<file path="config.mk">
export PLATFORM = sky130hd
export DESIGN_NAME = haar_first_phase
export DESIGN_NICKNAME = d
export VERILOG_FILES = /design/src/verilog/haar_pkg.sv /design/src/verilog/classifier_rom.sv /design/src/verilog/feature_eval.sv /design/src/verilog/stage_accumulator.sv /design/src/verilog/cascade_control.sv /design/src/verilog/haar_first_phase.sv
export SDC_FILE = /design/constraint.sdc
export NUM_CORES = 2
export LEC_CHECK = 0
export ABC_AREA = 1
export BUFFER_PORTS_ARGS = -buffer_cell sky130_fd_sc_hd__buf_2
export CORE_UTILIZATION = 40
export DETAILED_ROUTE_END_ITERATION = 7
export GPL_TIMING_DRIVEN = 0
export PLACE_DENSITY_LB_ADDON = 0.3
export SETUP_SLACK_MARGIN = 0.15
export SKIP_LAST_GASP = 1
export SYNTH_ARGS = -nofsm -noshare
export SYNTH_HDL_FRONTEND = slang
export SYNTH_SLANG_ARGS = --single-unit
</file>
<file path="constraint.sdc">
create_clock -name clk_fpga -period 16.9 [get_ports clk_fpga]
set_clock_uncertainty 0.2 [all_clocks]
set_input_delay 0.845 -clock clk_fpga [delete_from_list [all_inputs] [get_ports clk_fpga]]
set_output_delay 0.845 -clock clk_fpga [all_outputs]
set_load 0.02 [all_outputs]
</file>
<file path="src/verilog/haar_pkg.sv">
package haar_pkg;

  // Window and cascade sizes.
  localparam int DATA_WIDTH      = 12;
  localparam int WIN_CELLS       = 9;
  localparam int IDX_WIDTH       = 4;
  localparam int NUM_STAGES      = 3;
  localparam int NUM_CLASSIFIERS = 10;
  localparam int STAGE_ENTRIES   = NUM_CLASSIFIERS + 1;
  localparam int MEM_DEPTH       = NUM_STAGES * STAGE_ENTRIES;
  localparam int ADDR_WIDTH      = 6;

  localparam int FEAT_WIDTH = 16;
  localparam int VOTE_WIDTH = 12;
  localparam int SUM_WIDTH  = 16;

  // Entry layout, counted from bit 0.
  localparam int CORNER_A_LSB   = 0;
  localparam int CORNER_B_LSB   = CORNER_A_LSB + IDX_WIDTH;
  localparam int CORNER_C_LSB   = CORNER_B_LSB + IDX_WIDTH;
  localparam int CORNER_D_LSB   = CORNER_C_LSB + IDX_WIDTH;
  localparam int NEGATE_BIT     = CORNER_D_LSB + IDX_WIDTH;
  localparam int FEAT_THR_LSB   = NEGATE_BIT + 1;
  localparam int LEFT_VOTE_LSB  = FEAT_THR_LSB + FEAT_WIDTH;
  localparam int RIGHT_VOTE_LSB = LEFT_VOTE_LSB + VOTE_WIDTH;
  localparam int SPARE_LSB      = RIGHT_VOTE_LSB + VOTE_WIDTH;
  localparam int SPARE_WIDTH    = 16;
  localparam int ENTRY_WIDTH    = SPARE_LSB + SPARE_WIDTH;

  typedef enum logic [1:0] {
    OP_NONE,
    OP_CLEAR,
    OP_FEATURE,
    OP_THRESH
  } entry_op_t;

  typedef enum logic [1:0] {
    S_IDLE,
    S_ISSUE,
    S_WAIT,
    S_DONE
  } ctrl_state_t;

endpackage

</file>
<file path="src/verilog/classifier_rom.sv">
`timescale 1ns/1ps

module classifier_rom (
  input  logic                                 clk_fpga,
  input  logic                                 rst,
  input  logic                                 mem_wr_en,
  input  logic [haar_pkg::ADDR_WIDTH-1:0]      mem_wr_addr,
  input  logic [haar_pkg::ENTRY_WIDTH-1:0]     mem_wr_data,
  input  haar_pkg::entry_op_t                  rd_op,
  input  logic [haar_pkg::ADDR_WIDTH-1:0]      rd_addr,
  output logic [haar_pkg::ENTRY_WIDTH-1:0]     entry,
  output haar_pkg::entry_op_t                  entry_op
);

  logic [haar_pkg::ENTRY_WIDTH-1:0] mem [haar_pkg::MEM_DEPTH];

  always_ff @(posedge clk_fpga) begin
    if (mem_wr_en) begin
      mem[mem_wr_addr] <= mem_wr_data;
    end
    entry <= mem[rd_addr];
  end

  // Opcode follows the read by one cycle.
  always_ff @(posedge clk_fpga) begin
    if (rst) begin
      entry_op <= haar_pkg::OP_NONE;
    end else begin
      entry_op <= rd_op;
    end
  end

endmodule

</file>
<file path="src/verilog/feature_eval.sv">
`timescale 1ns/1ps

module feature_eval (
  input  logic                                              clk_fpga,
  input  logic                                              rst,
  input  logic                                              load_window,
  input  logic [haar_pkg::WIN_CELLS-1:0][haar_pkg::DATA_WIDTH-1:0] window,
  input  logic [haar_pkg::ENTRY_WIDTH-1:0]                  entry,
  input  haar_pkg::entry_op_t                               entry_op,
  output logic signed [haar_pkg::VOTE_WIDTH-1:0]            vote,
  output haar_pkg::entry_op_t                               vote_op,
  output logic signed [haar_pkg::SUM_WIDTH-1:0]             stage_threshold
);

  logic [haar_pkg::WIN_CELLS-1:0][haar_pkg::DATA_WIDTH-1:0] win_q;
  logic signed [haar_pkg::FEAT_WIDTH-1:0] ext_a, ext_b, ext_c, ext_d;
  logic signed [haar_pkg::FEAT_WIDTH-1:0] rect_sum;
  logic signed [haar_pkg::FEAT_WIDTH-1:0] feat;
  logic signed [haar_pkg::FEAT_WIDTH-1:0] feat_thr;
  logic signed [haar_pkg::VOTE_WIDTH-1:0] sel_vote;

  // Corner lookup, zero extended. Indices past the window read as zero.
  function automatic logic signed [haar_pkg::FEAT_WIDTH-1:0] cell_at(
    input logic [haar_pkg::WIN_CELLS-1:0][haar_pkg::DATA_WIDTH-1:0] win,
    input logic [haar_pkg::IDX_WIDTH-1:0] idx
  );
    cell_at = '0;
    if (idx < haar_pkg::WIN_CELLS) begin
      cell_at = {{(haar_pkg::FEAT_WIDTH - haar_pkg::DATA_WIDTH){1'b0}}, win[idx]};
    end
  endfunction

  always_ff @(posedge clk_fpga) begin
    if (load_window) begin
      win_q <= window;
    end
  end

  always_comb begin
    ext_a    = cell_at(win_q, entry[haar_pkg::CORNER_A_LSB +: haar_pkg::IDX_WIDTH]);
    ext_b    = cell_at(win_q, entry[haar_pkg::CORNER_B_LSB +: haar_pkg::IDX_WIDTH]);
    ext_c    = cell_at(win_q, entry[haar_pkg::CORNER_C_LSB +: haar_pkg::IDX_WIDTH]);
    ext_d    = cell_at(win_q, entry[haar_pkg::CORNER_D_LSB +: haar_pkg::IDX_WIDTH]);
    rect_sum = ext_d - ext_b - ext_c + ext_a;
    feat     = entry[haar_pkg::NEGATE_BIT] ? -rect_sum : rect_sum;
    feat_thr = entry[haar_pkg::FEAT_THR_LSB +: haar_pkg::FEAT_WIDTH];
    if (feat < feat_thr) begin
      sel_vote = entry[haar_pkg::LEFT_VOTE_LSB +: haar_pkg::VOTE_WIDTH];
    end else begin
      sel_vote = entry[haar_pkg::RIGHT_VOTE_LSB +: haar_pkg::VOTE_WIDTH];
    end
  end

  always_ff @(posedge clk_fpga) begin
    if (entry_op == haar_pkg::OP_FEATURE) begin
      vote <= sel_vote;
    end
    if (entry_op == haar_pkg::OP_THRESH) begin
      stage_threshold <= entry[haar_pkg::SUM_WIDTH-1:0];
    end
  end

  always_ff @(posedge clk_fpga) begin
    if (rst) begin
      vote_op <= haar_pkg::OP_NONE;
    end else begin
      vote_op <= entry_op;
    end
  end

endmodule

</file>
<file path="src/verilog/stage_accumulator.sv">
`timescale 1ns/1ps

module stage_accumulator (
  input  logic                                   clk_fpga,
  input  logic                                   rst,
  input  logic signed [haar_pkg::VOTE_WIDTH-1:0] vote,
  input  haar_pkg::entry_op_t                    vote_op,
  input  logic signed [haar_pkg::SUM_WIDTH-1:0]  stage_threshold,
  output logic                                   stage_valid,
  output logic                                   stage_pass
);

  logic signed [haar_pkg::SUM_WIDTH-1:0] total;

  // Running total, sign extended vote on each feature.
  always_ff @(posedge clk_fpga) begin
    if (rst) begin
      total <= '0;
    end else begin
      case (vote_op)
        haar_pkg::OP_CLEAR:   total <= '0;
        haar_pkg::OP_FEATURE: total <= total + vote;
        default:              total <= total;
      endcase
    end
  end

  // Verdict once the threshold entry arrives.
  always_ff @(posedge clk_fpga) begin
    if (rst) begin
      stage_valid <= 1'b0;
      stage_pass  <= 1'b0;
    end else begin
      stage_valid <= (vote_op == haar_pkg::OP_THRESH);
      if (vote_op == haar_pkg::OP_THRESH) begin
        stage_pass <= (total >= stage_threshold);
      end
    end
  end

endmodule

</file>
<file path="src/verilog/cascade_control.sv">
`timescale 1ns/1ps

module cascade_control (
  input  logic                            clk_fpga,
  input  logic                            rst,
  input  logic                            start,
  input  logic                            stage_valid,
  input  logic                            stage_pass,
  output logic                            load_window,
  output haar_pkg::entry_op_t             rd_op,
  output logic [haar_pkg::ADDR_WIDTH-1:0] rd_addr,
  output logic                            busy,
  output logic                            done,
  output logic                            candidate
);

  haar_pkg::ctrl_state_t state;

  logic [$clog2(haar_pkg::NUM_STAGES)-1:0] stage_cnt;
  logic [haar_pkg::ADDR_WIDTH-1:0]         ent_cnt;
  logic [haar_pkg::ADDR_WIDTH-1:0]         stage_base;
  logic [haar_pkg::ADDR_WIDTH-1:0]         rd_offset;

  assign load_window = (state == haar_pkg::S_IDLE) && start;
  assign busy        = (state != haar_pkg::S_IDLE);
  assign done        = (state == haar_pkg::S_DONE);

  assign stage_base = haar_pkg::ADDR_WIDTH'(stage_cnt * haar_pkg::STAGE_ENTRIES);
  assign rd_addr    = stage_base + rd_offset;

  // Entry 0 clears, 1..10 are features, 11 is the threshold.
  always_comb begin
    rd_op     = haar_pkg::OP_NONE;
    rd_offset = '0;
    if (state == haar_pkg::S_ISSUE) begin
      if (ent_cnt == '0) begin
        rd_op = haar_pkg::OP_CLEAR;
      end else if (ent_cnt <= haar_pkg::NUM_CLASSIFIERS) begin
        rd_op     = haar_pkg::OP_FEATURE;
        rd_offset = ent_cnt - 1'b1;
      end else begin
        rd_op     = haar_pkg::OP_THRESH;
        rd_offset = haar_pkg::ADDR_WIDTH'(haar_pkg::NUM_CLASSIFIERS);
      end
    end
  end

  always_ff @(posedge clk_fpga) begin
    if (rst) begin
      state     <= haar_pkg::S_IDLE;
      stage_cnt <= '0;
      ent_cnt   <= '0;
      candidate <= 1'b0;
    end else begin
      case (state)
        haar_pkg::S_IDLE: begin
          if (start) begin
            state     <= haar_pkg::S_ISSUE;
            stage_cnt <= '0;
            ent_cnt   <= '0;
          end
        end
        haar_pkg::S_ISSUE: begin
          if (ent_cnt == haar_pkg::ADDR_WIDTH'(haar_pkg::STAGE_ENTRIES)) begin
            state <= haar_pkg::S_WAIT;
          end else begin
            ent_cnt <= ent_cnt + 1'b1;
          end
        end
        haar_pkg::S_WAIT: begin
          if (stage_valid) begin
            // Stop on the first rejection or after the last stage.
            if (!stage_pass || stage_cnt == haar_pkg::NUM_STAGES - 1) begin
              state     <= haar_pkg::S_DONE;
              candidate <= stage_pass;
            end else begin
              state     <= haar_pkg::S_ISSUE;
              stage_cnt <= stage_cnt + 1'b1;
              ent_cnt   <= '0;
            end
          end
        end
        default: begin
          state <= haar_pkg::S_IDLE;
        end
      endcase
    end
  end

endmodule

</file>
<file path="src/verilog/haar_first_phase.sv">
`timescale 1ns/1ps

module haar_first_phase (
  input  logic                                              clk_fpga,
  input  logic                                              rst,
  input  logic                                              start,
  input  logic [haar_pkg::WIN_CELLS-1:0][haar_pkg::DATA_WIDTH-1:0] window,
  input  logic                                              mem_wr_en,
  input  logic [haar_pkg::ADDR_WIDTH-1:0]                   mem_wr_addr,
  input  logic [haar_pkg::ENTRY_WIDTH-1:0]                  mem_wr_data,
  output logic                                              busy,
  output logic                                              done,
  output logic                                              candidate
);

  logic                                   load_window;
  haar_pkg::entry_op_t                    rd_op;
  logic [haar_pkg::ADDR_WIDTH-1:0]        rd_addr;
  logic [haar_pkg::ENTRY_WIDTH-1:0]       entry;
  haar_pkg::entry_op_t                    entry_op;
  logic signed [haar_pkg::VOTE_WIDTH-1:0] vote;
  haar_pkg::entry_op_t                    vote_op;
  logic signed [haar_pkg::SUM_WIDTH-1:0]  stage_threshold;
  logic                                   stage_valid;
  logic                                   stage_pass;

  cascade_control u_control (
    .clk_fpga    (clk_fpga),
    .rst         (rst),
    .start       (start),
    .stage_valid (stage_valid),
    .stage_pass  (stage_pass),
    .load_window (load_window),
    .rd_op       (rd_op),
    .rd_addr     (rd_addr),
    .busy        (busy),
    .done        (done),
    .candidate   (candidate)
  );

  classifier_rom u_rom (
    .clk_fpga    (clk_fpga),
    .rst         (rst),
    .mem_wr_en   (mem_wr_en),
    .mem_wr_addr (mem_wr_addr),
    .mem_wr_data (mem_wr_data),
    .rd_op       (rd_op),
    .rd_addr     (rd_addr),
    .entry       (entry),
    .entry_op    (entry_op)
  );

  feature_eval u_feature (
    .clk_fpga        (clk_fpga),
    .rst             (rst),
    .load_window     (load_window),
    .window          (window),
    .entry           (entry),
    .entry_op        (entry_op),
    .vote            (vote),
    .vote_op         (vote_op),
    .stage_threshold (stage_threshold)
  );

  stage_accumulator u_accum (
    .clk_fpga        (clk_fpga),
    .rst             (rst),
    .vote            (vote),
    .vote_op         (vote_op),
    .stage_threshold (stage_threshold),
    .stage_valid     (stage_valid),
    .stage_pass      (stage_pass)
  );

endmodule

</file>
[Word level (Yosys, flattened, before mapping)]
Memories as Yosys holds them, arrays and structs flattened. A register that Yosys moved wholly into a read port is not among the register bits.
Cells that the tools add are included.
Word-level totals
  bits in writable memories: 2409
  input port bits: 191
  register bits: 169
  bits in read-only memories: 0
  word-level logic and storage cells: 110
  output and inout port bits: 3
  latch bits: 0
  memories kept: 1
Cells by class
  reductions and logical operators: 15
  muxes and demuxes: 36
  $add $sub $neg: 9
  equal/unequal tests: 15
  $mul: 1
  shifts and indexed selects: 0
  magnitude comparators: 11
  div/mod/pow operators: 0
  bitwise logic cells: 1
Memories
  u_rom.mem: words 33, bits a word 73, read ports 1, clocked after Yosys merged registers in 1, write ports 1, RTL line classifier_rom.sv:15  | logic [haar_pkg::ENTRY_WIDTH-1:0] mem [haar_pkg::MEM_DEPTH];
Operators with widths (number)
  $bmux W12 S4: 4
  $mux W12: 9
  $mux W6: 7
  $pmux W16 S2: 1
  $lt A4 B5 Y1 const B: 4
  $pmux W6 S3: 1
  $add A16 B12 Y16: 1
  $add A16 B13 Y16: 1
  $ge A16 B16 Y1: 1
  $lt A16 B16 Y1: 1
  $lt A4 B4 Y1 const B: 4
  $mux W16: 1
  $neg A16 Y16: 1
  $sub A16 B13 Y16: 1
  $eq A2 B2 Y1 const B: 7
  $mux W2: 7
  $sub A12 B12 Y13: 1
  $ne A2 B2 Y1 const B: 4
  $add A6 B1 Y6 const B: 1
  $add A6 B6 Y6: 1
  $eq A6 B4 Y1 const B: 1
  $le A6 B4 Y1 const B: 1
  $logic_not A6 Y1: 1
  $mul A2 B4 Y6 const B: 1
  other kinds (19): 26

[Logic depth before layout (Yosys ltp)]
  word-level depth: 10
  depth in mapped cells: 43
  mapped depth without buffers: 39

[Modules after synthesis]
From an unflattened synthesis, not the netlist that was laid out.
Second synthesis, totals
  cells, all modules: 9704
  area, all modules: 110986.4 sq um
By module, submodules not included
  classifier_rom: sequential area each 73840.8 sq um, times used 1, area each 97639.9 sq um, cells each 7890
  feature_eval: sequential area each 4124.0 sq um, times used 1, area each 10251.1 sq um, cells each 1319
  stage_accumulator: sequential area each 360.3 sq um, times used 1, area each 2000.7 sq um, cells each 338
  cascade_control: sequential area each 220.2 sq um, times used 1, area each 1094.8 sq um, cells each 157

[Worst setup path before layout]
Ideal clock, no wire load.
  path type: in2reg
  from: in mem_wr_addr[5] (netlist name)
  to: mem u_rom.mem[1][0] (netlist name) (enable)
  required time: 16081 ps
  library setup time: 619 ps
  stages on the path: 3
  path buffers: 0
  data arrival time: 6659 ps
  path slack: 9422 ps
  cells stage by stage: nor2_1 -> nand3_1 -> nor4_1
RTL lines
  start: declaration: RTL line haar_first_phase.sv:9  | input logic [haar_pkg::ADDR_WIDTH-1:0] mem_wr_addr,
  end: declaration: RTL line classifier_rom.sv:15
No word-level cell before the write port.

[Worst setup path in the final report]
  from: reg u_rom.entry[4] (netlist name), read port of u_rom.mem
  to: reg u_feature.vote[2] (netlist name), data pin
Between the ends
  longest elaborated chain between the ends: 10
  elaborated cells between the ends (all ways): 11
  classes of those cells: 4 x add/sub; 2 x order compare; 5 x mux
Ends and longest elaborated chain
  start: declaration: RTL line classifier_rom.sv:11  | output logic [haar_pkg::ENTRY_WIDTH-1:0] entry,
  $bmux W12 S4: RTL line feature_eval.sv:29  | cell_at = {{(haar_pkg::FEAT_WIDTH - haar_pkg::DATA_WIDTH){1'b0}}, win[idx]};
  $mux W12 (not written as such): RTL line feature_eval.sv:29
  $mux W12 *: RTL line feature_eval.sv:28  | if (idx < haar_pkg::WIN_CELLS) begin
  $sub A12 B12 Y13 *: RTL line feature_eval.sv:44  | rect_sum = ext_d - ext_b - ext_c + ext_a;
  $sub A16 B13 Y16 *: RTL line feature_eval.sv:44
  $add A16 B13 Y16 *: RTL line feature_eval.sv:44
  $neg A16 Y16: RTL line feature_eval.sv:45  | feat = entry[haar_pkg::NEGATE_BIT] ? -rect_sum : rect_sum;
  $mux W16 *: RTL line feature_eval.sv:45
  $lt A16 B16 Y1 *: RTL line feature_eval.sv:47  | if (feat < feat_thr) begin
  $mux W12 *: RTL line feature_eval.sv:47
  net u_feature.sel_vote (one bit): RTL line feature_eval.sv:20  | logic signed [haar_pkg::VOTE_WIDTH-1:0] sel_vote;
  end signal: assignment: RTL line feature_eval.sv:56  | vote <= sel_vote;
  end: declaration: RTL line feature_eval.sv:10  | output logic signed [haar_pkg::VOTE_WIDTH-1:0] vote,
The timed path passes the listed nets; every way through them passes the cells marked *. The select of a mux whose other input is x is not followed.
A chain may end at the register's enable or synchronous reset.

==> flow_summary.rst <==
.. list-table::
   :header-rows: 1

   * - Metric
     - Value
   * - Via-to-Cell Ratio
     - 6.14
   * - X dimension of the die
     - 469 um
   * - Fmax
     - 0.118 GHz
   * - Slew headroom
     - -8.01%
   * - Accumulated negative setup slack
     - 0 ns
   * - Kind of launch point of the worst setup path
     - flop
   * - Destination of the worst hold path
     - u_control.candidate
   * - Maximum net fanout on the critical path
     - 10
   * - Clock network power share
     - a little under a quarter
   * - Slew at the pin closest to its max-slew limit
     - 1.62 ns
   * - Post-Synthesis Net Count
     - 7,329
   * - Violated checks
     - max-capacitance violations, max-slew violations
   * - Part of the total power dissipated in combinational logic
     - around 48%
   * - Global-route wire length before repair
     - 467,000 um
   * - Setup violations, final
     - 0
   * - P per Cell Area
     - 203 nW/um^2
   * - Outcome
     - finished with violations
   * - Total routing resource utilization after global routing
     - a little under 30%
   * - Number of port buffers
     - 176
   * - Die Span Y
     - 469 um
   * - Static Leak
     - 34.6 nW
   * - CP max-delay cell
     - sky130_fd_sc_hd__clkbuf_1
   * - Total Routed Length
     - 338,000 um
   * - Detailed-router iteration count before antenna repair
     - 7
   * - Clock-pin slew reported for the worst setup and hold paths after clock tree synthesis
     - approximately 0.060 ns
   * - Area of the mapped netlist
     - 87,400 sq um
   * - Inserted Clock Buffers
     - about 210
   * - Fraction of the cycle the final worst path needs
     - between 50% and 60%
   * - Async set-reset flop share out of synthesis
     - 0%
   * - Worst R2R Setup Slack
     - 8.41 ns
   * - Switching component of the power
     - 9.08 mW
   * - Worst r2r dst
     - u_feature.vote[2]
   * - Initial antenna violation count
     - 19
   * - Placed standard-cell area
     - 94,300 sq um
   * - Post-CTS Setup Bufs
     - 0
   * - HPWL after detailed placement
     - 232,000 um
   * - Share of Yosys cell area claimed by the top area cell type
     - ~69%
   * - Clock latency at the later pin of the worst-skew pair
     - 0.92 ns
   * - Area contributors post-synth
     - sky130_fd_sc_hd__edfxtp_1, sky130_fd_sc_hd__o21ai_0, sky130_fd_sc_hd__nor2_1, sky130_fd_sc_hd__o221ai_1, sky130_fd_sc_hd__nand3_1
   * - Number of cells on the worst reg-to-reg path
     - 38
   * - Number of instances on the worst hold path
     - 2
   * - Crit-path leading delay family
     - compound AO/OA/AOI/OAI gates
   * - Buffers & Inverters on Critical Path
     - 5
   * - Most common cell in the netlist
     - sky130_fd_sc_hd__edfxtp_1
   * - Number of global-route vias before repair
     - 62,500
   * - TritonCTS clock tree
     - yes
   * - Post-synthesis sequential area ratio
     - 71.4%
   * - Worst stage delay on the critical path
     - 0.61 ns
   * - Final instance area
     - 102,000 sq um
   * - Ranking of synthesized cells by instance count
     - sky130_fd_sc_hd__edfxtp_1, sky130_fd_sc_hd__o21ai_0, sky130_fd_sc_hd__nor2_1, sky130_fd_sc_hd__nand2_1, sky130_fd_sc_hd__nand3_1
   * - Startpoint of the lowest-slack hold path
     - rst
   * - Fraction of final layout cells sized beyond drive strength 1
     - 10.1%
   * - Sequential share of power
     - between 20% and 30%
   * - Die ar.
     - 220,000 sq um
   * - Initial Utilization
     - 40.2%
   * - Fill count
     - 19,000
   * - Count of flip-flops with a built-in enable after synthesis
     - 2,017
   * - I/O pin cnt
     - approximately 190
   * - Placement row count
     - 171
   * - Data required time at the worst endpoint
     - 17.41 ns
   * - Resized cells post-CTS
     - 0
   * - Layout area overhead
     - 17.1%
   * - Aggregate global routing overflow
     - 0
   * - Setup slack of the critical path after layout
     - 8.41 ns
   * - Setup repair after global routing missed its margin
     - false
   * - Avg Synthesized Cell Area
     - around 12 sq um
   * - Setup CP Type
     - reg2reg
   * - Minimum clock period after layout
     - between 8 and 9 ns
   * - Net count of the finished layout
     - 7,956
   * - Post-Syn Instances
     - ~7,000
   * - Starting DRC count in detailed routing
     - 10,700
   * - Critical Path End Type
     - flop
   * - Largest net degree at the start of global routing
     - 38
   * - Final Power
     - 20.7 mW
   * - Most common cell on crit path
     - sky130_fd_sc_hd__nand2_1
   * - Area inside the core boundary
     - around 220,000 sq um
   * - Start of the worst register-to-register path
     - u_rom.entry[4]
   * - Final ANT Viol Nets
     - 0
   * - Clock Tree Root
     - sky130_fd_sc_hd__clkbuf_16
   * - Final hold viol count
     - 0
   * - Max IR drop VDD
     - 0.000333 V
   * - Worst slack at placement
     - 8.59 ns
   * - Count of maximum capacitance violations
     - 2
   * - Switching part of the total
     - 43.8%
   * - Max clock buf depth
     - 3
   * - # DRC
     - 0
   * - DR WL/cell
     - 31.6 um
   * - Commonest register cell after synthesis
     - sky130_fd_sc_hd__edfxtp_1
   * - Number of H-tree branching levels
     - 4
   * - Number of clock sinks
     - 2,107
   * - Internal portion of total power
     - 11.7 mW
   * - Endpoint arrival time on the critical path
     - 9.00 ns
   * - DR vias
     - 65,700
   * - Final Max Tran Viols
     - 22
   * - Total number of yosys warnings
     - 0
   * - Min-delay worst type
     - in2reg
   * - Total of flip-flops plus latches after synthesis
     - 2,107
   * - Number of distinct library cells after synthesis
     - 54
   * - Post-synthesis cell type with the largest combined area
     - sky130_fd_sc_hd__edfxtp_1
   * - Final core occ
     - 47.1%
   * - Routability congestion estimate
     - 0.939
[metrics by stage]
| stage | hold WS [ns] | std cells |
|---|---|---|
| 6_report | 0.154 | 10700 |
| 5_1_grt | 0.184 | 10700 |
| 4_1_cts | 0.104 | 10700 |
| 3_5_place_dp | 0.230 | 10200 |
| 3_3_place_gp | 0.215 | 10100 |
| 2_1_floorplan | 0.203 | 7035 |
[cell type report]
type                    instances  area, sq um  area share (%)
diodes                          5         12.5          0.0122
clock inverters               121         1250            1.22
inverters                     218          818           0.799
well taps                    2854         3570            3.49
clock buffers                 277         5660            5.53
multi-input cells            4226        22300            21.8
repair buffers                412         4220            4.12
plain buffers                 484         2120            2.07
flip-flops and latches       2107        62400            60.9
[sequential cells by signal (all words and copies together) (netlist names)]
| signal | count |
|---|---|
| u_rom.mem | 1881 |
| u_feature.win_q | 108 |
| u_rom.entry | 57 |
| u_accum.total | 16 |
| u_feature.stage_threshold | 16 |
| u_feature.vote | 12 |
| u_control.ent_cnt | 6 |
| u_control.stage_cnt | 2 |
| u_control.state | 2 |
| u_feature.vote_op | 2 |
| u_rom.entry_op | 2 |
| u_accum.stage_pass | 1 |
| u_accum.stage_valid | 1 |
| u_control.candidate | 1 |
[kinds of logic after synthesis]
kind of cell	after synthesis	synth area share, %
compound gates	1990	13.3
xor+xnor	25	0.251
fa+ha+maj	103	1.61
buf+inv	702	3.35
flops	2107	71.4
mux	36	0.412
other cells	1	0.00429
simple gates	2071	9.73
[power by group through the flow]
stage	Sequential [mW]	Clock, mW	Combinational [mW]
final	6.15	4.71	9.88
after global routing	6.15	4.91	10.9
after CTS	6.14	4.71	9.73
after detailed placement	6.25	0	9.64
after global placement	6.26	0	9.47
after floorplan	6.19	0	6.45
[worst reg2reg max path, delay by kind of cell, from the launching register on]
family	cells	cell delay [ns]
compound gates	11	2.12
xor+xnor	1	0.16
fa+ha+maj	4	1.63
buf+inv	5	1.81
flops	1	0.35
simple gates	17	2.07
[what timing repair did]
item,in CTS,in global routing
endpoints found under the hold margin,108,0
hold buffers,108,0
setup endpoints to repair,0,0
[metal layers]
layer  vias to the layer above  GRT usage (%)  part of all wire, %
met4                        18           17.3                  6.4
li1                      27500              -                    -
met2                      4820           46.1                   45
met3                       942           7.21                   12
met5                         -              0                0.037
met1                     32400           38.3                   36
[worst max-delay path by stage]
stage / startpoint / end / slack [ns] / cells past startpoint
2_1_floorplan: mem_wr_addr[5] / u_rom.mem[1][0] / 9.42 / 3
3_3_place_gp: mem_wr_addr[4] / u_rom.mem[3][53] / -0.37 / 4
3_5_place_dp: u_rom.entry[4] / u_feature.vote[4] / 8.59 / 38
4_1_cts: u_rom.entry[4] / u_feature.vote[1] / 8.57 / 38
5_1_grt: u_rom.entry[4] / u_feature.vote[1] / 7.77 / 38
6_report: u_rom.entry[4] / u_feature.vote[2] / 8.41 / 38
[placed cells by master (no fill, tap or decap), drive strengths merged, types with 8 or more instances in the layout]
| master | n |
|---|---|
| nand3 | 458 |
| dfxtp | 90 |
| nor2 | 1017 |
| a31o | 23 |
| fa | 16 |
| edfxtp | 2017 |
| dlygate4sd3 | 108 |
| nand2 | 543 |
| nor3 | 19 |
| clkbuf | 639 |
| xor2 | 16 |
| a21oi | 286 |
| o211ai | 48 |
| o22ai | 165 |
| nand4 | 15 |
| bufinv | 15 |
| buf | 426 |
| xnor2 | 9 |
| a21boi | 8 |
| mux2i | 36 |
| o21ai | 1121 |
| a31oi | 27 |
| clkinv | 100 |
| o221ai | 287 |
| inv | 222 |
| ha | 87 |
(Power assumes the default switching activity.)
